==> config.mk <==
export PLATFORM = sky130hd
export DESIGN_NAME = matmul_ctrl
export DESIGN_NICKNAME = d
export VERILOG_FILES = /design/src/verilog/matmul_pkg.sv /design/src/verilog/matmul_ctrl.sv
export SDC_FILE = /design/constraint.sdc
export NUM_CORES = 1
export LEC_CHECK = 0
export BUFFER_PORTS_ARGS = -buffer_cell sky130_fd_sc_hd__buf_2
export CAP_MARGIN = 20
export CORE_AREA = 4 4 151 153
export DETAILED_ROUTE_END_ITERATION = 8
export DIE_AREA = 0 0 155 157
export GPL_TIMING_DRIVEN = 1
export PLACE_DENSITY = 0.86
export SLEW_MARGIN = 5
export SYNTH_ARGS = -nofsm -noshare
export SYNTH_HDL_FRONTEND = slang
export SYNTH_SLANG_ARGS = --single-unit
export TNS_END_PERCENT = 1
==> constraint.sdc <==
create_clock -name clk -period 9.1 [get_ports clk]
set_input_delay 0 -clock clk [delete_from_list [all_inputs] [get_ports clk]]
set_output_delay 0 -clock clk [all_outputs]
set_load 0.02 [all_outputs]
==> src/verilog/matmul_pkg.sv <==
package matmul_pkg;

    localparam int DIM        = 4;
    localparam int BUF_DEPTH  = 6;
    localparam int TAGQ_DEPTH = 8;
    localparam int CMD_DEPTH  = 4;
    localparam int BEAT_BYTES = 32;

    // Register map, byte offsets
    localparam logic [7:0] OFS_CTRL      = 8'h00;
    localparam logic [7:0] OFS_X_ADDR    = 8'h08;
    localparam logic [7:0] OFS_M_DIM     = 8'h0C;
    localparam logic [7:0] OFS_N_DIM     = 8'h10;
    localparam logic [7:0] OFS_K_DIM     = 8'h14;
    localparam logic [7:0] OFS_RESULT    = 8'h18;
    localparam logic [7:0] OFS_X_STRIDE  = 8'h58;
    localparam logic [7:0] OFS_K_ROW_LEN = 8'h5C;

    localparam int CTRL_START   = 0;
    localparam int CTRL_ERR_CLR = 4;

    typedef logic [2:0] slot_idx_t;

    typedef struct packed {
        logic [31:0] x_addr;
        logic [31:0] x_stride;
        logic [31:0] m_dim;
        logic [31:0] n_dim;
        logic [31:0] k_dim;
        logic [31:0] k_row_len;
    } cmd_t;

    // Byte s*DIM+i is element i of step s
    typedef logic [DIM*DIM*8-1:0] block_t;

    typedef struct packed {
        block_t b;
        block_t a;
    } beat_t;

    typedef logic signed [31:0] word_t;

    // Row-major, word i*DIM+j is c[i][j]
    typedef word_t [DIM*DIM-1:0] result_t;

    // Blocks needed for K steps, ceil(K/4)
    function automatic logic [31:0] blocks_for(logic [31:0] k);
        return 32'(({1'b0, k} + 33'd3) >> 2);
    endfunction

    function automatic slot_idx_t next_slot(slot_idx_t s);
        return (s == slot_idx_t'(BUF_DEPTH - 1)) ? '0 : s + 1'b1;
    endfunction

endpackage
==> src/verilog/matmul_ctrl.sv <==
`timescale 1ns/1ps

module matmul_ctrl (
    input  logic             clk,
    input  logic             reset,
    input  logic             cmd_empty,
    input  matmul_pkg::cmd_t cmd_head,
    output logic             cmd_pop,
    output logic             start,
    output matmul_pkg::cmd_t active_cmd,
    input  logic             head_valid,
    output logic             consume,
    output logic             busy
);

    import matmul_pkg::*;

    typedef enum logic [1:0] {
        IDLE,
        COMPUTE,
        DONE
    } state_t;

    state_t      state;
    cmd_t        cmd_q;
    logic [31:0] blk_limit;
    logic [31:0] blk_cnt;

    assign start   = (state == IDLE) && !cmd_empty;
    assign cmd_pop = start;
    assign consume = (state == COMPUTE) && head_valid;
    assign busy    = (state != IDLE) || !cmd_empty;

    // The queue head is the active command during the start cycle
    assign active_cmd = start ? cmd_head : cmd_q;

    always_ff @(posedge clk) begin
        if (start) begin
            cmd_q <= cmd_head;
        end
    end

    always_ff @(posedge clk) begin
        if (reset) begin
            state     <= IDLE;
            blk_limit <= '0;
            blk_cnt   <= '0;
        end else begin
            case (state)
                IDLE: begin
                    if (start) begin
                        blk_limit <= blocks_for(cmd_head.k_dim);
                        blk_cnt   <= '0;
                        state     <= COMPUTE;
                    end
                end
                COMPUTE: begin
                    if (consume) begin
                        blk_cnt <= blk_cnt + 32'd1;
                    end
                    // K of zero finishes without any block
                    if ((blk_limit == '0) || (consume && (blk_cnt + 32'd1 == blk_limit))) begin
                        state <= DONE;
                    end
                end
                DONE: begin
                    state <= IDLE;
                end
                default: begin
                    state <= IDLE;
                end
            endcase
        end
    end

endmodule

* Yosys cells after proc, flatten, opt, wreduce, memory -nomap -nowiden *
Cells that the tools add are included.

operators by class
  equality and inequality tests = 5
  bitwise operators = 0
  $add $sub $neg = 2
  magnitude comparators = 0
  multiplexer cells = 7
  reductions and logical operators = 13
  $mul = 0
  divide/modulo/power cells = 0
  shift operators = 0

operator list
  cell                                                 count
  2-to-1 mux 192 bit                                   1
  2-to-1 mux 32 bit                                    2
  one-hot mux 32 bit (2 select lines)                  1
  adder 32 x 2 -> 33 bit, second input constant        1
  adder 32 x 1 -> 32 bit, second input constant        1
  equality test 32 x 31 -> 1 bit                       1
  zero test 32 bit                                     1
  2-to-1 mux 2 bit                                     2
  != test 2 bit, second input constant                 2
  one-hot mux 2 bit (2 select lines)                   1
  AND reduction 2 bit                                  2
  nonzero test 2 bit                                   2
  logical AND 1 bit                                    3
  AND reduction 3 bit                                  1
  equality test 2 x 1 -> 1 bit, second input constant  1
  zero test 2 bit                                      1
  logical OR 1 bit                                     2
  != test 2 x 1 -> 1 bit, second input constant        1
  zero test 1 bit                                      1

storage, ports and cells
  logic and storage cells = 36
  bits in read-only memories = 0
  bits in registers = 257
  input bits = 196
  output and inout bits = 196
  memories kept = 0
  latch bits = 0
  RAM bits = 0

* Logic depth before layout (Yosys ltp) *
  depth after elaboration = 6
  mapped depth = 10
  mapped depth without buffers = 8

* Least setup slack after synthesis *
Ideal clock, no wire load.

  path type = reg-to-reg
  start = register blk_cnt[1]
  end = register state[0]
  setup time = 116 ps
  arrival = 2889 ps
  path slack = 6095 ps
  clock period less this slack = 3005 ps
  path buffers = 0
  data required time = 8984 ps
  stages on the path, launching flop included = 9
  path through = dfxtp_1 -> ha_1 -> nand4_1 -> or4_1 -> nor3_1 -> mux2_2 -> or4_1 -> or4_1 -> a41o_1

between the ends
  cells in the longest elaborated chain, start to end = 6

ends and longest elaborated chain
  what                              RTL line           text
  from (decl)                       matmul_ctrl.sv:27  logic [31:0] blk_cnt;
  from (signal assigned)            matmul_ctrl.sv:59  blk_cnt <= blk_cnt + 32'd1;
  adder 32 x 1 -> 32 bit            matmul_ctrl.sv:62  if ((blk_limit == '0) || (consume && (blk_cnt + 32'd1 == blk_limit))) begin
  equality test 32 x 31 -> 1 bit    matmul_ctrl.sv:62
  logical AND 1 bit                 matmul_ctrl.sv:62
  logical OR 1 bit                  matmul_ctrl.sv:62
  != test 2 x 1 -> 1 bit (no line)  -
  AND reduction 2 bit (no line)     -
  to (signal assigned)              matmul_ctrl.sv:63  state <= DONE;
  to (signal assigned)              matmul_ctrl.sv:67  state <= IDLE;
  to (signal assigned)              matmul_ctrl.sv:70  state <= IDLE;
  to (decl)                         matmul_ctrl.sv:24  state_t state;

No other way between the ends.
A chain may end at the register's enable or synchronous reset.

==> flow_summary_export.csv <==
group,metric,value,unit
outcome,status,"completed",
final_layout,stdcell_area,15500,µm²
setup_path,path_buf_inv,3,
sta,tightest_slew,961,ps
synth,synthArstFlopShare,0,%
power_and_ir_drop,total_power,3400,µW
final_layout,finalNonFillerCells,2231,
floorplan,io_pins,392,
route,wl_per_cell,19.8,µm
final_layout,layout.cells.most_common,"nand2_1",
floorplan,core,21600,µm²
setup_path,ff2ff_setup_slack,5470,ps
sta,setup_violations,0,
power_and_ir_drop,power_density,219,nW/µm²
sta,rsz0062_at_grt,"no",
cts,cts_buffers,28,
final_layout,utilization,71.8,%
synth,synth_area_leader_cell,"dfxtp_1",
floorplan,fp-row-count,54,
global_routing,overflow,0,
setup_path,crit_fanout,158,
route,drc,0,
cts,cts_resized,0,
placement,port_buffers,391,
global_routing,grt_first_pass_wirelength,67400,µm
placement,dp_cells,1982,
setup_path,crit_path_start_kind,"flip-flop",
final_layout,fin_nets,2122,
setup_path,critPathMostFrequentCell,"nand2_1",
synth,ys_warn_count,0,
synth,avgSynthCellArea,7.57,µm²
setup_path,crit_type,"reg -> out",
cts,cts_setup_buffers,0,
synth,synth_cell_types,52,
sta,finClkSkew,10.2,ps
setup_path,cp_slowest_cell,"buf_4",
cts,ctsHtreeMaxLevel,1,
hold_path,holdPathEnd,"blk_cnt[7]",
setup_path,reg2reg_to,"state[0]",
cts,cts_tree,"yes",
route,drt-initial-drc-count,1243,
final_layout,final_cell_mix,"625 x nand2_1, 391 x buf_2, 257 x dfxtp_1",
power_and_ir_drop,cellLeakagePower,0.00754,µW
sta,slew_violations,0,
setup_path,crit_family,"buffers and inverters",
placement,gp_congestion,0.941,
cts,path_clk_slew,60,ps
synth,synth_top_area_share,48.7,%
route,vias,12400,
setup_path,rr_worst_depth,8,
flow_run,drv_cap,0,
route,first_pass_iters,7,
setup_path,cp_cell_sequence,"or3_4 > inv_8 > buf_4 > nand2_1 > nand2_1 > buf_2",
floorplan,fp.dieArea,24300,µm²
global_routing,grt_pass1_vias,12700,
global_routing,grt_max_degree,159,
hold_path,whs_path_depth,3,
setup_path,required,9100,ps
hold_path,min_path_type,"in -> reg",
synth,netlist_area,10600,µm²
floorplan,die_w,155,µm
sta,fin_crit,3660,ps
setup_path,cp_slowest_stage_delay,870,ps
route,routed_wl,44200,µm
floorplan,die_h,157,µm
cts,insertion_delay,550,ps
floorplan,initial_core_util,49.0,%
synth,yosys-top-cells-area,"dfxtp_1 49%, nand2_1 22%, xnor2_1 3.8%",
setup_path,r2r-start,"blk_cnt[0]",
sta,finalCritPeriodShare,40.2,%
synth,synth_cells,1394,
hold_path,hp-start,"reset",
synth,ys_seq_elements,257,
sta,fmax,274,MHz
sta,slew_headroom,36.0,%
synth,ys_seq_area_share,48.7,%
power_and_ir_drop,irDropWorstVdd,0.204,mV
route,ant_nets,0,
setup_path,cp.arrival,3660,ps
sta,hold_viol_final,0,
final_layout,area_growth,46.6,%
global_routing,antenna_found_initial,5,
placement,placed_area,12600,µm²
synth,synth-edff-count,0,
global_routing,gr-usage-all-layers,34.6,%
synth,synth_fp_nets,1591,
setup_path,end_kind,"output port",
placement,dp_hpwl,25900,µm
cts,clockBufferDepth,3,
final_layout,layout-drive-gt1-share,23.2,%
sta,setup_tns,0,ps
route,vias_per_cell,5.55,
cts,clock-sinks,257,
synth,ys.flop_type,"dfxtp_1",
cts,cts_root_buf,"clkbuf_16",
layer usage:
layer / vias to the layer above / global-route usage, % / part of all wire [%]
met5: - / 0 / 0
met4: 0 / 21.6 / 6.8
met3: 265 / 10.4 / 9.5
met2: 792 / 59.0 / 49
met1: 5683 / 37.7 / 35
li1: 5643 / - / -
worst max path at each step:
stage / from / to / slack [ps] / cells after the start
after floorplan: blk_cnt[1] / state[0] / 6100 / 8
after global placement: blk_cnt[0] / state[0] / 5580 / 8
after detailed placement: blk_cnt[0] / state[0] / 5540 / 8
after CTS: blk_cnt[0] / state[0] / 5500 / 8
after global routing: blk_cnt[0] / state[0] / 5180 / 8
final: state[1] / active_cmd[127] / 5440 / 6
cells in the mapped netlist (9+ instances only):
cell and instances:
xnor2_1 46, or3_1 9, a21oi_1 36, inv_1 13, nor3_1 21, or4_1 9
o21ai_0 21, nor4_1 20, and4_1 11, xor2_1 23, nand3_1 18, and3_1 12
dfxtp_1 257, nor2_1 69, a211oi_1 34, nand2_1 625, clkbuf_1 77, nand4_1 21
metrics by stage:
stage,setup slack [ps],hold slack [ps]
global placement,5580,198
CTS,5500,65.4
finish,5440,94.6
global route,5180,113
detailed placement,5540,204
floorplan,6100,117
flip-flops by register name (all words and copies together), names as in the netlist:
name and flops:
cmd_q 192, blk_cnt 32, blk_limit 31, state 2
power by group:
group	internal [µW]	switching, µW	total (µW)
sequential	1280	67.5	1350
clock	726	479	1210
combinational	281	558	839
total	2290	1100	3400
kinds of logic (layout without fill, tap and decap cells):
logic type | Yosys count | count (layout) | share of synthesized area, %
other | 0 | 7 | 0
adder cells (fa/ha/maj) | 1 | 1 | 0.118
AO/OA/AOI/OAI | 135 | 135 | 8.72
buffers and inverters | 105 | 655 | 3.98
multiplexers | 1 | 1 | 0.107
AND/OR/NAND/NOR | 826 | 826 | 32.6
XOR/XNOR | 69 | 69 | 5.72
flip-flops | 257 | 257 | 48.7
repair_timing:
| action | in CTS | in global routing |
|---|---|---|
| hold endpoints to repair | 223 | 0 |
| endpoints found under the setup margin | 0 | 0 |
| hold buffers | 193 | 0 |
worst register-to-register path, stage by stage, from the launching register on:
cell and delay (ps):
dfxtp_1 500, ha_1 490, nand4_1 210, or4_1 540, nor3_1 240, mux2_2 350, or4_1 490, or4_1 450
a41o_1 260
final cells by class:
| cell class | instances | area, µm² |
|---|---|---|
| fill | 1444 | 6070 |
| multi-input combinational | 1032 | 5000 |
| clock inverter | 10 | 159 |
| tap | 280 | 350 |
| timing repair buffer | 592 | 3950 |
| clock buffer | 39 | 803 |
| inverter | 14 | 60.1 |
| antenna | 7 | 17.5 |
| sequential | 257 | 5140 |
No activity file was read; power rests on OpenSTA's default activity.
