`src/verilog/matmul_pkg.sv`:
```
package matmul_pkg;

    localparam int DIM        = 4;
    localparam int BUF_DEPTH  = 6;
    localparam int TAGQ_DEPTH = 8;
    localparam int CMD_DEPTH  = 4;
    localparam int BEAT_BYTES = 32;

    // Register map, byte offsets
    localparam logic [7:0] OFS_CTRL      = 8'h00;
    localparam logic [7:0] OFS_X_ADDR    = 8'h08;
    localparam logic [7:0] OFS_M_DIM     = 8'h0C;
    localparam logic [7:0] OFS_N_DIM     = 8'h10;
    localparam logic [7:0] OFS_K_DIM     = 8'h14;
    localparam logic [7:0] OFS_RESULT    = 8'h18;
    localparam logic [7:0] OFS_X_STRIDE  = 8'h58;
    localparam logic [7:0] OFS_K_ROW_LEN = 8'h5C;

    localparam int CTRL_START   = 0;
    localparam int CTRL_ERR_CLR = 4;

    typedef logic [2:0] slot_idx_t;

    typedef struct packed {
        logic [31:0] x_addr;
        logic [31:0] x_stride;
        logic [31:0] m_dim;
        logic [31:0] n_dim;
        logic [31:0] k_dim;
        logic [31:0] k_row_len;
    } cmd_t;

    // Byte s*DIM+i is element i of step s
    typedef logic [DIM*DIM*8-1:0] block_t;

    typedef struct packed {
        block_t b;
        block_t a;
    } beat_t;

    typedef logic signed [31:0] word_t;

    // Row-major, word i*DIM+j is c[i][j]
    typedef word_t [DIM*DIM-1:0] result_t;

    // Blocks needed for K steps, ceil(K/4)
    function automatic logic [31:0] blocks_for(logic [31:0] k);
        return 32'(({1'b0, k} + 33'd3) >> 2);
    endfunction

    function automatic slot_idx_t next_slot(slot_idx_t s);
        return (s == slot_idx_t'(BUF_DEPTH - 1)) ? '0 : s + 1'b1;
    endfunction

endpackage
```
`src/verilog/block_buffer.sv`:
```
`timescale 1ns/1ps

module block_buffer (
    input  logic                            clk,
    input  logic                            reset,
    input  logic                            start,
    input  logic                            issue_valid,
    input  matmul_pkg::slot_idx_t           issue_slot,
    output logic                            tag_full,
    input  logic                            dma_resp_valid,
    input  matmul_pkg::beat_t               dma_rdata,
    output logic [matmul_pkg::BUF_DEPTH-1:0] slot_free,
    output logic                            head_valid,
    output matmul_pkg::beat_t               head,
    input  logic                            consume
);

    import matmul_pkg::*;

    beat_t                mem [BUF_DEPTH];
    logic [BUF_DEPTH-1:0] slot_busy;
    logic [BUF_DEPTH-1:0] slot_full;
    slot_idx_t            use_ptr;
    slot_idx_t            resp_slot;

    // Responses come back in request order, so the tag head names their slot
    sync_fifo #(
        .DEPTH     (TAGQ_DEPTH),
        .payload_t (slot_idx_t)
    ) tag_q (
        .clk   (clk),
        .reset (reset || start),
        .push  (issue_valid),
        .pop   (dma_resp_valid),
        .din   (issue_slot),
        .dout  (resp_slot),
        .full  (tag_full),
        .empty ()
    );

    assign slot_free  = ~slot_busy;
    assign head_valid = slot_full[use_ptr];
    assign head       = mem[use_ptr];

    always_ff @(posedge clk) begin
        if (dma_resp_valid) begin
            mem[resp_slot] <= dma_rdata;
        end
    end

    always_ff @(posedge clk) begin
        if (reset || start) begin
            slot_busy <= '0;
            slot_full <= '0;
            use_ptr   <= '0;
        end else begin
            if (issue_valid) begin
                slot_busy[issue_slot] <= 1'b1;
            end
            if (dma_resp_valid) begin
                slot_full[resp_slot] <= 1'b1;
            end
            if (consume) begin
                slot_busy[use_ptr] <= 1'b0;
                slot_full[use_ptr] <= 1'b0;
                use_ptr            <= next_slot(use_ptr);
            end
        end
    end

endmodule

```
`src/verilog/sync_fifo.sv`:
```
`timescale 1ns/1ps

module sync_fifo #(
    parameter int  DEPTH     = 4,
    parameter type payload_t = logic [7:0]
) (
    input  logic     clk,
    input  logic     reset,
    input  logic     push,
    input  logic     pop,
    input  payload_t din,
    output payload_t dout,
    output logic     full,
    output logic     empty
);

    localparam int PTR_W = $clog2(DEPTH);

    payload_t         mem [DEPTH];
    logic [PTR_W-1:0] wr_ptr;
    logic [PTR_W-1:0] rd_ptr;
    logic [PTR_W:0]   count;
    logic             do_push;
    logic             do_pop;

    assign full    = (count == (PTR_W + 1)'(DEPTH));
    assign empty   = (count == '0);
    assign do_push = push && !full;
    assign do_pop  = pop && !empty;

    // Show-ahead head
    assign dout = mem[rd_ptr];

    always_ff @(posedge clk) begin
        if (do_push) begin
            mem[wr_ptr] <= din;
        end
    end

    always_ff @(posedge clk) begin
        if (reset) begin
            wr_ptr <= '0;
            rd_ptr <= '0;
            count  <= '0;
        end else begin
            if (do_push) begin
                wr_ptr <= (wr_ptr == PTR_W'(DEPTH - 1)) ? '0 : wr_ptr + 1'b1;
            end
            if (do_pop) begin
                rd_ptr <= (rd_ptr == PTR_W'(DEPTH - 1)) ? '0 : rd_ptr + 1'b1;
            end
            if (do_push && !do_pop) begin
                count <= count + 1'b1;
            end else if (do_pop && !do_push) begin
                count <= count - 1'b1;
            end
        end
    end

endmodule

```
`config.mk`:
```
export PLATFORM = sky130hd
export DESIGN_NAME = block_buffer
export DESIGN_NICKNAME = d
export VERILOG_FILES = /design/src/verilog/matmul_pkg.sv /design/src/verilog/block_buffer.sv /design/src/verilog/sync_fifo.sv
export SDC_FILE = /design/constraint.sdc
export NUM_CORES = 2
export LEC_CHECK = 0
export ABC_AREA = 1
export BUFFER_PORTS_ARGS = -buffer_cell sky130_fd_sc_hd__buf_4
export CAP_MARGIN = 10
export CORE_ASPECT_RATIO = 1.1
export CORE_MARGIN = 2
export CORE_UTILIZATION = 35
export DETAILED_ROUTE_END_ITERATION = 16
export PLACE_DENSITY = 0.52
export SKIP_LAST_GASP = 1
export SYNTH_ARGS = -nofsm -noshare
export SYNTH_HDL_FRONTEND = slang
export SYNTH_HIERARCHICAL = 1
export SYNTH_SLANG_ARGS = --single-unit
```
`constraint.sdc`:
```
create_clock -name clk -period 18 [get_ports clk]
set_clock_uncertainty 0.2 [all_clocks]
set_input_delay 3.6 -clock clk [delete_from_list [all_inputs] [get_ports clk]]
set_output_delay 3.6 -clock clk [all_outputs]
set_load 0.05 [all_outputs]
```
# After elaboration in Yosys (flattened, before gate mapping)
# Memories as Yosys holds them, arrays and structs flattened. A register that Yosys moved wholly into a read port is not among the register bits.
# Index checks and enable logic that the tools add are counted.
# op_classes
n_addsub	5
n_bitwise	6
n_eq_ne	4
mux	27
reduce_logical	14
magnitude_cmp	6
# ops
op	n
6-bit two-way mux	6
3-bit two-way mux	7
6-bit bitwise AND	2
3-bit by 4-bit < comparator with 1-bit output (second input constant)	3
6-bit NOT	2
6-bit bitwise OR	2
3-bit by 1-bit adder with 3-bit output (second input constant)	3
1-bit demux with 3-bit select	3
3-bit equality test (second input constant)	3
3-bit by 1-bit greater-or-equal comparator with 1-bit output (second input constant)	3
1-bit two-way mux	8
4-bit two-way mux	2
1-bit logical AND	7
4-bit by 1-bit adder with 4-bit output (second input constant)	1
4-bit equality test (second input constant)	1
1-bit zero test	4
4-bit zero test	1
4-bit by 1-bit subtractor with 4-bit output (second input constant)	1
1-bit binary-select mux with 3-bit select	1
2-bit nonzero test	1
1-bit logical OR	1
# totals
regBits	25
out_inout_bits	264
n_memories	2
wordCells	70
inputBits	265
mem_bits_rw	1560
# mem_list
memory	depth	word_bits	read_ports	rd_ports_with_merged_regs	wr	line	rtl
mem	6	256	1	1	1	block_buffer.sv:20	beat_t mem [BUF_DEPTH];
tag_q.mem	8	3	1	1	1	sync_fifo.sv:19	payload_t mem [DEPTH];

# Depth between registers and ports, before layout
# logic_depth
depth_word	9
ltp_mapped	14

# Hierarchy
# The synthesis kept the hierarchy.
# modules_own_cells
mod	cells_per_inst	area_each_um2	n_inst	seq_area_each_um2
block_buffer	4756	60090.1	1	46484.6
sync_fifo	177	1656.6	1	980.9

# Least setup slack after synthesis
# OpenSTA, ideal clock, no wires.
# synth_timing
path_kind	input -> register
startpoint	in dma_resp_valid
endpoint	mem mem[0][0] (netlist bit), enable pin
setup_ns	0.877
path_slack_ns	2.433
required_ns	16.923
stages	4
n_path_buf	0
arrival_ns	14.490
cell_sequence	inv_1 > nor2_1 > inv_1 > nor2_1
# synth_via
elab_chain_len	2
# synth_rtl
item	line	rtl
from (decl)	block_buffer.sv:10	input logic dma_resp_valid,
1-bit two-way mux	block_buffer.sv:46	if (dma_resp_valid) begin
1-bit two-way mux (implied by the code)	block_buffer.sv:47	mem[resp_slot] <= dma_rdata;
to (decl)	block_buffer.sv:20	
# Every way passes these cells.

==> flow_summary.json <==
{
  "crit_family": "buffers and inverters",
  "cts_tree": "built",
  "clock_sinks": 1591,
  "dr.pass1.iters": 6,
  "fin_cells": 7824,
  "pre_cts_ws_ns": 9.72,
  "drc_errors": 0,
  "drive_above_1_share_pct": 14.7,
  "areaGrowthSynthToFinish_pct": 18.1,
  "critical-path-max-stage-delay_ns": 0.77,
  "core_um2": 175000,
  "cts_resized": 0,
  "cpMostUsedCell": "buf_4",
  "worst-setup-path-type": "flop to output port",
  "r2r_end": "mem[3][38]",
  "cts_max_path_buffers": 3,
  "grt-ovfl-total": 0,
  "drt_wl_total_um": 159000,
  "h-tree-depth": 4,
  "hold_path.class": "flop to flop",
  "start_util_pct": 35.3,
  "min-delay-start": "slot_full[1]",
  "clk_pin_slew_ns": 0.06,
  "hpwl_um": 86000,
  "path_cells": "inv_8 -> buf_4 -> buf_4 -> buf_12 -> nand2_1 -> nand3_1 -> nand3_1 -> nand2_1 -> buf_4",
  "grt_pass1_vias": 37063,
  "syn_inst": 4932,
  "p_per_area_nw_per_um2": 116,
  "setup_slack_ns": 9.21,
  "grt_max_degree": 196,
  "setup_viol": 0,
  "period_share_pct": 48.8,
  "cts_buffers": 168,
  "die_y_um": 445,
  "tightest_slew_ns": 1.27,
  "power_frac_clock_pct": 38.0,
  "fin_crit_ns": 8.79,
  "fmax_ghz": 0.114,
  "cap_violations": 0,
  "rsz0062_at_grt": "false",
  "syn_area_um2": 61700,
  "r2r_setup_slack_ns": 12.66,
  "worst_setup_path_end_kind": "output port",
  "cp.arrival_ns": 4.99,
  "slew_headroom_pct": 15.5,
  "avgSynthCellArea_um2": 12.5,
  "antenna_found_initial": 26,
  "gp_congestion": 0.729,
  "cts_root_buf": "clkbuf_16",
  "fin_setup_tns_ns": 0,
  "status": "complete, no violations",
  "routedWlPerCell_um": 20.4,
  "hold_depth": 2,
  "die_area_um2": 180000,
  "vias": 38057,
  "placedCellCount": 7512,
  "clk_latency_ns": 0.80,
  "fillCellCount": 16246,
  "final_util_pct": 41.7,
  "cts-hold-fix-buffers": 0,
  "die_width_um": 404,
  "hold_violations": 0,
  "rows": 161,
  "cp.required_ns": 14.20,
  "cts_setup_buffers": 0,
  "multi_input_area_um2": 12800,
  "p_leak_nw": 26.7,
  "pin_count": 529,
  "finalNetCount": 5673,
  "reg2regPathDepth": 11,
  "ant_nets": 0,
  "p_sw_mw": 2.13,
  "grt_usage_pct": 17.4,
  "drtIter0Drc": 2351,
  "pwr-share-comb_pct": 10.2,
  "worst-path-buf-inv": 5,
  "grt_first_pass_wirelength_um": 237000,
  "slew_violations": 0,
  "critPathSlowestCell": "buf_4",
  "regArea_um2": 47500,
  "io_buffers": 528,
  "whs_endpoint": "slot_full[1]",
  "swShare_pct": 25.1,
  "crit_fanout": 165,
  "viasPerCell": 4.86,
  "vdd_ir_drop_max_uv": 86.5,
  "synth_warnings": 6,
  "syn-num-nets": 5205,
  "p_int_mw": 6.36,
  "crit_path_start_kind": "flop",
  "seqPwrFrac_pct": 51.9
}
==> per-layer routing <==
layer	vias to the layer above	global-route usage [%]	share of wire (%)
met1	18667	21.7	42
met5	-	0	0.10
met3	246	5.09	6.8
met4	28	6.72	3.2
met2	851	28.6	48
li1	18265	-	-
==> registers in the layout (all words and copies together), names as in the netlist, named ones only <==
register and count:
mem 1536, tag_q/mem 24, slot_busy 6, slot_full 6, tag_q/count 4, tag_q/rd_ptr 3, tag_q/wr_ptr 3, use_ptr 3
==> stage by stage <==
| step | power, mW | area, um^2 | hold WS, ns |
|---|---|---|---|
| detailed placement | 5.36 | 67800 | 0.263 |
| floorplan | 5.09 | 61700 | 0.237 |
| CTS | 8.61 | 72900 | 0.277 |
| global placement | 5.35 | 67800 | 0.253 |
| global route | 8.83 | 72900 | 0.300 |
| finish | 8.49 | 72900 | 0.270 |
==> cell usage in the layout (no fill, tap or decap), types with 3 or more instances in the layout <==
master / instances
o21ai_0: 276
dfxtp_1: 29
buf_4: 577
inv_1: 42
clkinv_8: 5
ha_1: 7
nand2_1: 1333
edfxtp_1: 1560
clkinv_16: 5
diode_2: 13
nor2_4: 6
clkinv_1: 31
clkbuf_1: 58
a21oi_1: 16
nand3_1: 774
buf_12: 7
clkinv_2: 20
inv_8: 4
clkbuf_16: 169
nor2_1: 587
bufinv_16: 4
o21ai_1: 3
==> power by group through the flow <==
stage / clock network, mW / logic [mW] / registers [mW]
2_1_floorplan: 0 / 0.508 / 4.58
3_5_place_dp: 0 / 0.881 / 4.48
5_1_grt: 3.47 / 0.936 / 4.42
6_report: 3.23 / 0.862 / 4.40
3_3_place_gp: 0 / 0.876 / 4.48
4_1_cts: 3.32 / 0.883 / 4.40
==> worst max-delay path by stage <==
| stage | startpoint | to | slack [ns] | depth (start not counted) |
|---|---|---|---|---|
| 5_1_grt | flop | head[157] | 8.65 | 9 |
| 3_5_place_dp | flop | head[157] | 9.72 | 9 |
| 3_3_place_gp | flop | head[150] | 9.76 | 9 |
| 6_report | flop | head[157] | 9.21 | 9 |
| 4_1_cts | flop | head[157] | 8.81 | 9 |
| 2_1_floorplan | dma_resp_valid | mem[0][0] | 2.43 | 4 |
==> area by class of cell <==
cell class                      count  share of cell area [%]
Antenna cell                       13                  0.0446
Clock inverter                     72                   0.897
Multi-Input combinational cell   3010                    17.5
Clock buffer                      227                    6.10
Inverter                           45                   0.263
Tap cell                         2282                    3.92
Sequential cell                  1591                    65.1
Timing Repair Buffer              584                    6.13
==> tightest hold or removal path, stage by stage (launching register included) <==
cell     delay, ns
dfxtp_1       0.32
nor2_1        0.05
nor2_1        0.07
Power figures use the tool's default switching activity.
