===== config.mk =====
export PLATFORM = sky130hd
export DESIGN_NAME = mmio_regs
export DESIGN_NICKNAME = d
export VERILOG_FILES = /design/src/verilog/matmul_pkg.sv /design/src/verilog/mmio_regs.sv
export SDC_FILE = /design/constraint.sdc
export NUM_CORES = 1
export LEC_CHECK = 0
export ABC_CLOCK_PERIOD_IN_PS = 6240
export BUFFER_PORTS_ARGS = -buffer_cell sky130_fd_sc_hd__buf_4
export CAP_MARGIN = 20
export CORE_AREA = 4 4 317 319
export CTS_CLUSTER_SIZE = 24
export DETAILED_ROUTE_END_ITERATION = 8
export DIE_AREA = 0 0 321 323
export RECOVER_POWER = 100
export SLEW_MARGIN = 20
export SYNTH_ARGS = -nofsm -noshare
export SYNTH_HDL_FRONTEND = slang
export SYNTH_SLANG_ARGS = --single-unit

===== constraint.sdc =====
create_clock -name clk -period 6.24 [get_ports clk]
set_clock_uncertainty 0.1 [all_clocks]
set_input_delay 0.624 -clock clk [delete_from_list [all_inputs] [get_ports clk]]
set_output_delay 0.624 -clock clk [all_outputs]
set_load 0.005 [all_outputs]

===== src/verilog/matmul_pkg.sv =====
package matmul_pkg;

    localparam int DIM        = 4;
    localparam int BUF_DEPTH  = 6;
    localparam int TAGQ_DEPTH = 8;
    localparam int CMD_DEPTH  = 4;
    localparam int BEAT_BYTES = 32;

    // Register map, byte offsets
    localparam logic [7:0] OFS_CTRL      = 8'h00;
    localparam logic [7:0] OFS_X_ADDR    = 8'h08;
    localparam logic [7:0] OFS_M_DIM     = 8'h0C;
    localparam logic [7:0] OFS_N_DIM     = 8'h10;
    localparam logic [7:0] OFS_K_DIM     = 8'h14;
    localparam logic [7:0] OFS_RESULT    = 8'h18;
    localparam logic [7:0] OFS_X_STRIDE  = 8'h58;
    localparam logic [7:0] OFS_K_ROW_LEN = 8'h5C;

    localparam int CTRL_START   = 0;
    localparam int CTRL_ERR_CLR = 4;

    typedef logic [2:0] slot_idx_t;

    typedef struct packed {
        logic [31:0] x_addr;
        logic [31:0] x_stride;
        logic [31:0] m_dim;
        logic [31:0] n_dim;
        logic [31:0] k_dim;
        logic [31:0] k_row_len;
    } cmd_t;

    // Byte s*DIM+i is element i of step s
    typedef logic [DIM*DIM*8-1:0] block_t;

    typedef struct packed {
        block_t b;
        block_t a;
    } beat_t;

    typedef logic signed [31:0] word_t;

    // Row-major, word i*DIM+j is c[i][j]
    typedef word_t [DIM*DIM-1:0] result_t;

    // Blocks needed for K steps, ceil(K/4)
    function automatic logic [31:0] blocks_for(logic [31:0] k);
        return 32'(({1'b0, k} + 33'd3) >> 2);
    endfunction

    function automatic slot_idx_t next_slot(slot_idx_t s);
        return (s == slot_idx_t'(BUF_DEPTH - 1)) ? '0 : s + 1'b1;
    endfunction

endpackage

===== src/verilog/mmio_regs.sv =====
`timescale 1ns/1ps

module mmio_regs (
    input  logic                clk,
    input  logic                reset,
    input  logic [31:0]         mmio_addr,
    input  logic [31:0]         mmio_wdata,
    input  logic [3:0]          mmio_we,
    input  logic                mmio_re,
    output logic [31:0]         mmio_rdata,
    output logic                cmd_push,
    output matmul_pkg::cmd_t    cmd_data,
    input  logic                cmd_full,
    input  logic                cmd_empty,
    input  logic                busy,
    input  matmul_pkg::result_t results
);

    import matmul_pkg::*;

    logic       wr;
    logic [7:0] ofs;
    logic       start_wr;
    logic       error;
    logic [7:0] rd_ofs;
    logic [7:0] res_ofs;

    assign wr       = |mmio_we;
    assign ofs      = mmio_addr[7:0];
    assign start_wr = wr && (ofs == OFS_CTRL) && mmio_wdata[CTRL_START];
    assign cmd_push = start_wr && !cmd_full;

    // --------------------------------------------------------------------------
    // Shadow configuration, pushed as a whole on start
    // --------------------------------------------------------------------------
    always_ff @(posedge clk) begin
        if (reset) begin
            cmd_data <= '0;
        end else if (wr) begin
            case (ofs)
                OFS_X_ADDR:    cmd_data.x_addr    <= mmio_wdata;
                OFS_M_DIM:     cmd_data.m_dim     <= mmio_wdata;
                OFS_N_DIM:     cmd_data.n_dim     <= mmio_wdata;
                OFS_K_DIM:     cmd_data.k_dim     <= mmio_wdata;
                OFS_X_STRIDE:  cmd_data.x_stride  <= mmio_wdata;
                OFS_K_ROW_LEN: cmd_data.k_row_len <= mmio_wdata;
                default: ;
            endcase
        end
    end

    // Sticky error, a rejected start beats err_clr in the same write
    always_ff @(posedge clk) begin
        if (reset) begin
            error <= 1'b0;
        end else if (start_wr && cmd_full) begin
            error <= 1'b1;
        end else if (wr && (ofs == OFS_CTRL) && mmio_wdata[CTRL_ERR_CLR]) begin
            error <= 1'b0;
        end
    end

    // --------------------------------------------------------------------------
    // Read side
    // --------------------------------------------------------------------------
    always_ff @(posedge clk) begin
        if (reset) begin
            rd_ofs <= '0;
        end else if (mmio_re) begin
            rd_ofs <= ofs;
        end
    end

    // Offsets below OFS_RESULT wrap to a high value here
    assign res_ofs = rd_ofs - OFS_RESULT;

    always_comb begin
        mmio_rdata = '0;
        if (rd_ofs == OFS_CTRL) begin
            mmio_rdata = {27'd0, error, cmd_empty, cmd_full, !busy, busy};
        end else if ((res_ofs[7:6] == 2'b00) && (res_ofs[1:0] == 2'b00)) begin
            mmio_rdata = results[res_ofs[5:2]];
        end
    end

endmodule


## Yosys cells after proc, flatten, opt, wreduce, memory -nomap -nowiden

Index checks and enable logic that the tools add are counted.

- Flip-flop bits (word level): 201
- Latch bits: 0
- Bits in writable memories: 0
- Memory bits (read-only): 0
- Output and inout port bits: 225
- Logic and storage cells: 42
- Memories kept: 0

- $add $sub $neg: 1
- Multipliers: 0
- Div/mod/pow operators: 0
- Magnitude comparators: 1
- Eq/ne operators: 6
- Shifts and indexed selects: 0
- Mux-type cells: 6
- Bitwise gates (word level): 0
- Reduce and logical (&&, ||, !) cells: 20

Operator list:

| kind | count |
|---|---|
| 32-bit binary-select mux with 4-bit select | 1 |
| 32-bit two-way mux | 3 |
| 8-bit by 4-bit == test with 1-bit output (second input constant) | 2 |
| 8-bit by 5-bit == test with 1-bit output (second input constant) | 2 |
| 8-bit by 7-bit == test with 1-bit output (second input constant) | 2 |
| 8-bit logical NOT | 2 |
| 2-bit AND reduction | 6 |
| 8-bit by 5-bit subtractor with 8-bit output (second input constant) | 1 |
| 1-bit logical AND | 6 |
| 4-bit by 5-bit less-than comparator with 1-bit output (second input constant) | 1 |
| 2-bit logical NOT | 2 |
| 4-bit OR reduction | 1 |
| 1-bit logical NOT | 2 |
| 1-bit two-way mux | 2 |
| 2-bit nonzero test | 1 |

## Logic depth before layout (Yosys ltp)

Gate-level depths: netlist of the first run.

- Word-level depth: 5
- Gate-level depth with buffers: 8
- Mapped depth without buffers: 5

## Worst setup path before layout of the first run

Ideal clock, no wire load.

- Path kind: register to output
- Start: register rd_ofs[4]
- End: output port mmio_rdata[13]
- Data arrival time: 2.220 ns
- Data required time: 5.516 ns
- Path slack: 3.296 ns
- Cell stages (with the launch flop): 8
- Buffers on the path: 3
- Cells stage by stage: dfxtp_1 ha_1 buf_2 buf_2 clkbuf_1 mux4_2 mux4_2 nor2b_1

- Word-level cells in the longest chain between the ends: 5
- Elaborated cells on any way between the ends: 8

RTL lines:

| what | line | RTL |
|---|---|---|
| from (decl) | mmio_regs.sv:25 | `logic [7:0] rd_ofs;` |
| from (signal assigned) | mmio_regs.sv:70 | `rd_ofs <= ofs;` |
| 8-bit by 5-bit subtractor with 8-bit output | mmio_regs.sv:75 | `assign res_ofs = rd_ofs - OFS_RESULT;` |
| 32-bit binary-select mux with 4-bit select / 2-bit logical NOT (equally long branches) | mmio_regs.sv:82, mmio_regs.sv:81 |  |
| 32-bit two-way mux (implied by the code) / 1-bit logical AND (equally long branches) | mmio_regs.sv:82, mmio_regs.sv:81 |  |
| 32-bit two-way mux | mmio_regs.sv:81 | `end else if ((res_ofs[7:6] == 2'b00) && (res_ofs[1:0] == 2'b00)) begin` |
| 32-bit two-way mux (*) | mmio_regs.sv:79 | `if (rd_ofs == OFS_CTRL) begin` |
| to (decl) | mmio_regs.sv:10 | `output logic [31:0] mmio_rdata,` |

Every way passes the cells marked *; elsewhere a longest branch is shown, timed or not. The select of a mux whose other input is x is not followed.

## Worst setup path after layout of the first run

- Start: register rd_ofs[3]
- End: output port mmio_rdata[4]

Same word-level chain as after synthesis.

==> results of run 1 <==
## cell usage in the layout (no fill, tap or decap), types with 4 or more instances in the layout
cell and count:
buf_4 575, nand2_1 206, dfxtp_1 200, mux4_2 154, clkbuf_1 125, nor2_1 108
clkbuf_4 106, mux2i_1 105, a21oi_1 97, nor2b_1 27, clkbuf_16 25, diode_2 15
and3_1 8, a211oi_1 7, clkbuf_8 7, nand4_1 6, and2_1 5, and4_1 4
clkinv_2 4
## state kept, by name, indices dropped and copies added, names as in the netlist
signal and cells:
cmd_data 192, rd_ofs 8, error 1
## power by group through the flow
stage | Sequential (uW) | Combinational [uW] | Clock [uW]
5_1_grt | 1300 | 913 | 1610
4_1_cts | 1300 | 886 | 1570
6_report | 1300 | 866 | 1510
2_1_floorplan | 1320 | 377 | 0
3_5_place_dp | 1330 | 884 | 0
3_3_place_gp | 1330 | 880 | 0
## area by class of cell
cell class	instances	area, sq um	area share (%)
well taps	1287	1610	8.508
repair buffers	806	5607	29.62
diodes	15	37.54	0.1983
clock buffers	37	740.7	3.914
multi-input cells	750	6775	35.80
inverters	3	11.26	0.05950
clock inverters	9	117.6	0.6214
flip-flops and latches	201	4028	21.28
## layer usage
| metal | track usage [%] | vias to the layer above | routed length [um] |
|---|---|---|---|
| li1 | - | 5335 | - |
| met1 | 21.70 | 6084 | 38710 |
| met2 | 25.53 | 748 | 39050 |
| met3 | 10.50 | 153 | 14330 |
| met4 | 2.129 | 68 | 1484 |
| met5 | 0 | - | 427 |
## cells by family after synthesis
| group | after synthesis | share of synthesized area (%) |
|---|---|---|
| AND/OR/NAND/NOR | 376 | 14.07 |
| multiplexers | 259 | 40.23 |
| AO/OA/AOI/OAI | 112 | 5.347 |
| flip-flops | 201 | 35.82 |
| XOR/XNOR | 2 | 0.1560 |
| adder cells (fa/ha/maj) | 1 | 0.1114 |
| buffers and inverters | 101 | 4.266 |
## worst register-to-register path, cell delays in order, from the launching register on
cell,delay (ns)
dfxtp_1,0.37
clkbuf_2,1.47
mux2i_1,0.19
nor2_1,0.16
## worst paths after layout
| check | from | endpoint | slack (ns) | cells after the start |
|---|---|---|---|---|
| max | rd_ofs[3]$_SDFFE_PP0P_ | mmio_rdata[4] | 1.43 | 7 |
| min | mmio_addr[7] | rd_ofs[7]$_SDFFE_PP0P_ | 0.25 | 3 |
| max reg2reg | rd_ofs[3]$_SDFFE_PP0P_ | rd_ofs[3]$_SDFFE_PP0P_ | 3.85 | 3 |
| min reg2reg | cmd_data[183]$_SDFFE_PP0P_ | cmd_data[183]$_SDFFE_PP0P_ | 0.35 | 2 |
## per-stage QoR
stage | instance area, sq um | utilization, % | total power [uW] | std cells | setup slack [ns]
after floorplan | 11230 | - | 1698 | 1052 | 3.296
after global placement | 18500 | 18.91 | 2208 | 3047 | 2.543
after detailed placement | 18500 | 18.91 | 2212 | 3047 | 2.519
after CTS | 19360 | 19.79 | 3753 | 3093 | 1.915
after global routing | 18890 | 19.31 | 3824 | 3095 | 0.9536
final | 18930 | 19.34 | 3678 | 3108 | 1.432
==> flow_summary.toml, run 1 <==
[synth]
syn_nets = 1639
synth.most_common_cell = "nand2_1"
async_flop_share_pct = 0
synth_ff_type = "dfxtp_1"
synth_cell_types = 32
ys_top_cells_by_count = "206 x nand2_1, 201 x dfxtp_1, 154 x mux4_2"
synth-seq-cells = 201
syn_area_sq_um = 11230
synth_top_area_share_pct = 35.82
synth_edf_count = 0
synth_seq_area_share_pct = 35.82
synthCells = 1052
synthTopCellsByArea = "dfxtp_1 36%, mux4_2 31%, mux2i_1 9.4%, nand2_1 6.9%, a21oi_1 4.3%"
yosys.area.top_type = "dfxtp_1"
ys_warn_count = 0
syn_area_per_cell_sq_um = 10.68

[timing]
min_period_ns = 4.808
setup_tns_ns = 0
max_slew.worst_pin.slew_ns = 3.842
setup-violations-final = 0
timing.final.crit_share_pct = 77.04
max_freq_mhz = 208.0
slew_viol_final = 322
whs_ns = 0.2495
rsz0062_at_grt = "no"
relSlewSlack_pct = -156.1
hold_violations = 0

[floorplan]
dieArea_sq_um = 103700
start_util_pct = 11.48
die_y_um = 323
placeableCoreArea_sq_um = 97840
std_cell_rows = 115
io_pins = 811
die_w_um = 321

[route]
vias = 12390
wl_um = 94000
drc_errors = 0
ant_nets = 0
drt-wirelength-per-cell_um = 30.24
drtPass1Iterations = 5
drt_iter0_markers = 895
vias_per_cell = 3.986

[global_route]
grt_pass1_wl_um = 117800
grt_pass1_vias = 11930
grt_max_degree = 124
grt_antenna_before_repair = 90
grt_usage_pct = 17.14
overflow = 0

[finish]
drive_gt1_share_pct = 48.89
fillers = 10970
fin_nets = 2374
syn_to_final_growth_pct = 68.49

[clock_tree]
clock_path_buffers = 3
ctsResizeCount = 0
ctsRootBufferMaster = "clkbuf_16"
insertion_delay_ns = 0.56
cts_hold_buf = 0
cts_inserted_buffers = 25
cts_tree = "done"
clk_pin_slew_ns = 0.06
htreeDepth = 1
clock_sinks = 201
cts_setup_buffers = 0

[power]
swShare_pct = 26.83
pwr-share-clk_pct = 41.1
p_int_uw = 2691
peakVddDrop_uv = 157.9
p_comb_share_pct = 23.5
switchingPower_uw = 986.6
power_leakage_uw = 0.007662
p_seq_share_pct = 35.3
powerDensity_nw_per_um2 = 194.3

[placed_design]
io_buffers = 786
hpwl_um = 81720
place_congestion = 1.004

[worst_setup_path]
criticalPathCategory = "reg -> out"
critPathBufInv = 3
path_max_fanout = 53
cp_top_family = "buffers and inverters"
cp_slowest_cell = "clkbuf_2"
cp.required_ns = 5.52
arrival_ns = 4.08
worstPathCellList = "clkbuf_2 -> nand2_1 -> nor4_1 -> o31ai_4 -> buf_4 -> o32ai_1 -> clkbuf_4"
crit_path_end_kind = "output pin"
start_kind = "flop"
cpPeakStageDelay_ns = 1.47

[outcome]
status = "finished with violations"
violations = "max-capacitance violations, max-slew violations"

[hold_path]
hold_path_class = "in -> reg"

[job]
drv_cap = 8
Power figures use the tool's default switching activity.
==> run 2, diff against run 1 <==
--- a/config.mk
+++ b/config.mk
@@ -5,7 +5,7 @@
 export SDC_FILE = /design/constraint.sdc
 export NUM_CORES = 1
 export LEC_CHECK = 0
-export ABC_CLOCK_PERIOD_IN_PS = 6240
+export ABC_CLOCK_PERIOD_IN_PS = 4750
 export BUFFER_PORTS_ARGS = -buffer_cell sky130_fd_sc_hd__buf_4
 export CAP_MARGIN = 20
 export CORE_AREA = 4 4 317 319
==> constraint.sdc (replaced) <==
create_clock -name clk -period 4.75 [get_ports clk]
set_clock_uncertainty 0.1 [all_clocks]
set_input_delay 0.475 -clock clk [delete_from_list [all_inputs] [get_ports clk]]
set_output_delay 0.475 -clock clk [all_outputs]
set_load 0.005 [all_outputs]
==> run 2 against run 1 <==
Against the previous run: first-iteration DRC count rose by 15%; sequential cell count did not move; global-route usage fell by 0.12 points; the run still ends with max-capacitance violations, max-slew violations left; via count rose by 0.49%.
==> flow_summary.toml, run 2 (synthesized netlist as in run 1, its figures left out) <==
[placed_design]
place_congestion = 0.9854
io_buffers = 786
hpwl_um = 81910
dp_cells = 3054
dpl_worst_slack_ns = 1.454

[finish]
final_common_cell = "buf_4"
drive_gt1_share_pct = 49.75
final_util_pct = 19.41
syn_to_final_growth_pct = 69.04
fin_cells = 3116
regMostFlops = "cmd_data"
final_cell_mix = "587 x buf_4, 206 x nand2_1, 200 x dfxtp_1"
largest_reg_flops = 192
reg.largest.list = "cmd_data (192), rd_ofs (8), error (1)"
fin_nets = 2381

[timing]
min_period_ns = 4.143
fin_ws_ns = 0.6069
relSlewSlack_pct = -110.5
timing.final.crit_share_pct = 87.22
slew_viol_final = 265
max_freq_mhz = 241.4
setup-violations-final = 0
max_slew.worst_pin.slew_ns = 3.158
setup_tns_ns = 0
hold_violations = 0
rsz0062_at_grt = "no"

[route]
drtPass1Iterations = 6
drt-wirelength-per-cell_um = 29.88
drt_iter0_markers = 1030
wl_um = 93110
drc_errors = 0
vias = 12450
ant_nets = 0
vias_per_cell = 3.995

[worst_setup_path]
worstRegToRegCells = 3
criticalPathCategory = "reg -> out"
critPathLaunch = "rd_ofs[4]$_SDFFE_PP0P_"
r2r_start = "rd_ofs[3]$_SDFFE_PP0P_"
r2r_slack_ns = 3.18
crit_path_end_kind = "output pin"
start_kind = "flop"
crit_path_end = "mmio_rdata[2]"
path_max_fanout = 35
arrival_ns = 3.57
r2r_end = "rd_ofs[3]$_SDFFE_PP0P_"
cp.required_ns = 4.18

[clock_tree]
ctsResizeCount = 0
cts_setup_buffers = 0
clock_sinks = 201
cts_hold_buf = 0
htreeDepth = 1
insertion_delay_ns = 0.55
ctsRootBufferMaster = "clkbuf_16"
clock_path_buffers = 3
cts_inserted_buffers = 25
cts_tree = "done"
clk_pin_slew_ns = 0.06

[global_route]
grt_usage_pct = 17.01
grt_pass1_vias = 11930
overflow = 0
grt_antenna_before_repair = 98
grt_pass1_wl_um = 116900
grt_max_degree = 114

[floorplan]
die_y_um = 323
start_util_pct = 11.48
io_pins = 811
dieArea_sq_um = 103700
std_cell_rows = 115
placeableCoreArea_sq_um = 97840
die_w_um = 321

[power]
power_leakage_uw = 0.007698
powerDensity_nw_per_um2 = 249.3
peakVddDrop_uv = 201.6

[job]
drv_cap = 4

[outcome]
violations = "max-capacitance violations, max-slew violations"
status = "finished with violations"

[hold_path]
hold_path_class = "in -> reg"
run 2: changes by cell type in the layout (fill, tap and decap cells not counted), sizes merged:
cell	change
clkbuf	-12
diode	+1
buf	+12
clkinvlp	+4
bufinv	-1
clkinv	+4
run 2: critical path, stage by stage, from the launching register on:
cell,delay (ns)
dfxtp_1,0.37
ha_4,0.68
clkbuf_1,0.79
mux4_2,0.40
and2_1,0.16
a211oi_1,0.31
o31ai_1,0.12
buf_4,0.16
run 2: per-layer routing:
metal | wire length, um | vias to the layer above | global-route usage, %
li1 | - | 5355 | -
met1 | 39420 | 6093 | 21.63
met2 | 38570 | 794 | 25.19
met3 | 13450 | 143 | 10.47
met4 | 1275 | 64 | 2.139
met5 | 402 | - | 0
run 2: power breakdown:
part           internal (uW)  leakage, uW  switching, uW
Sequential              1690      0.00162           15.2
Combinational            655      0.00568            484
Clock                   1090     0.000398            798
run 2: final cells by class:
type	count	area, sq um
clock buffers	30	684.4
clock inverters	16	131.4
flip-flops and latches	201	4028
fillers	10950	78860
repair buffers	813	5703
inverters	3	11.26
well taps	1287	1610
diodes	16	40.04
multi-input cells	750	6780
run 2: through the flow:
| stage | power (uW) | cell area (sq um) | hold slack, ns |
|---|---|---|---|
| final | 4734 | 18990 | 0.1048 |
| after global routing | 4928 | 18960 | 0.08033 |
| after CTS | 4839 | 19420 | 0.04701 |
| after detailed placement | 2909 | 18600 | 0.3468 |
| after global placement | 2906 | 18600 | 0.3432 |
| after floorplan | 2230 | 11230 | 0.3527 |
run 2: worst min path at each step:
stage	startpoint	end	slack, ns	depth (start not counted)
after floorplan	cmd_data[128]$_SDFFE_PP0P_	cmd_data[128]$_SDFFE_PP0P_	0.35	2
after global placement	cmd_data[150]$_SDFFE_PP0P_	cmd_data[150]$_SDFFE_PP0P_	0.34	2
after detailed placement	cmd_data[151]$_SDFFE_PP0P_	cmd_data[151]$_SDFFE_PP0P_	0.35	2
after CTS	mmio_addr[2]	rd_ofs[2]$_SDFFE_PP0P_	0.05	3
after global routing	mmio_addr[0]	rd_ofs[0]$_SDFFE_PP0P_	0.08	3
final	mmio_addr[0]	rd_ofs[0]$_SDFFE_PP0P_	0.10	3
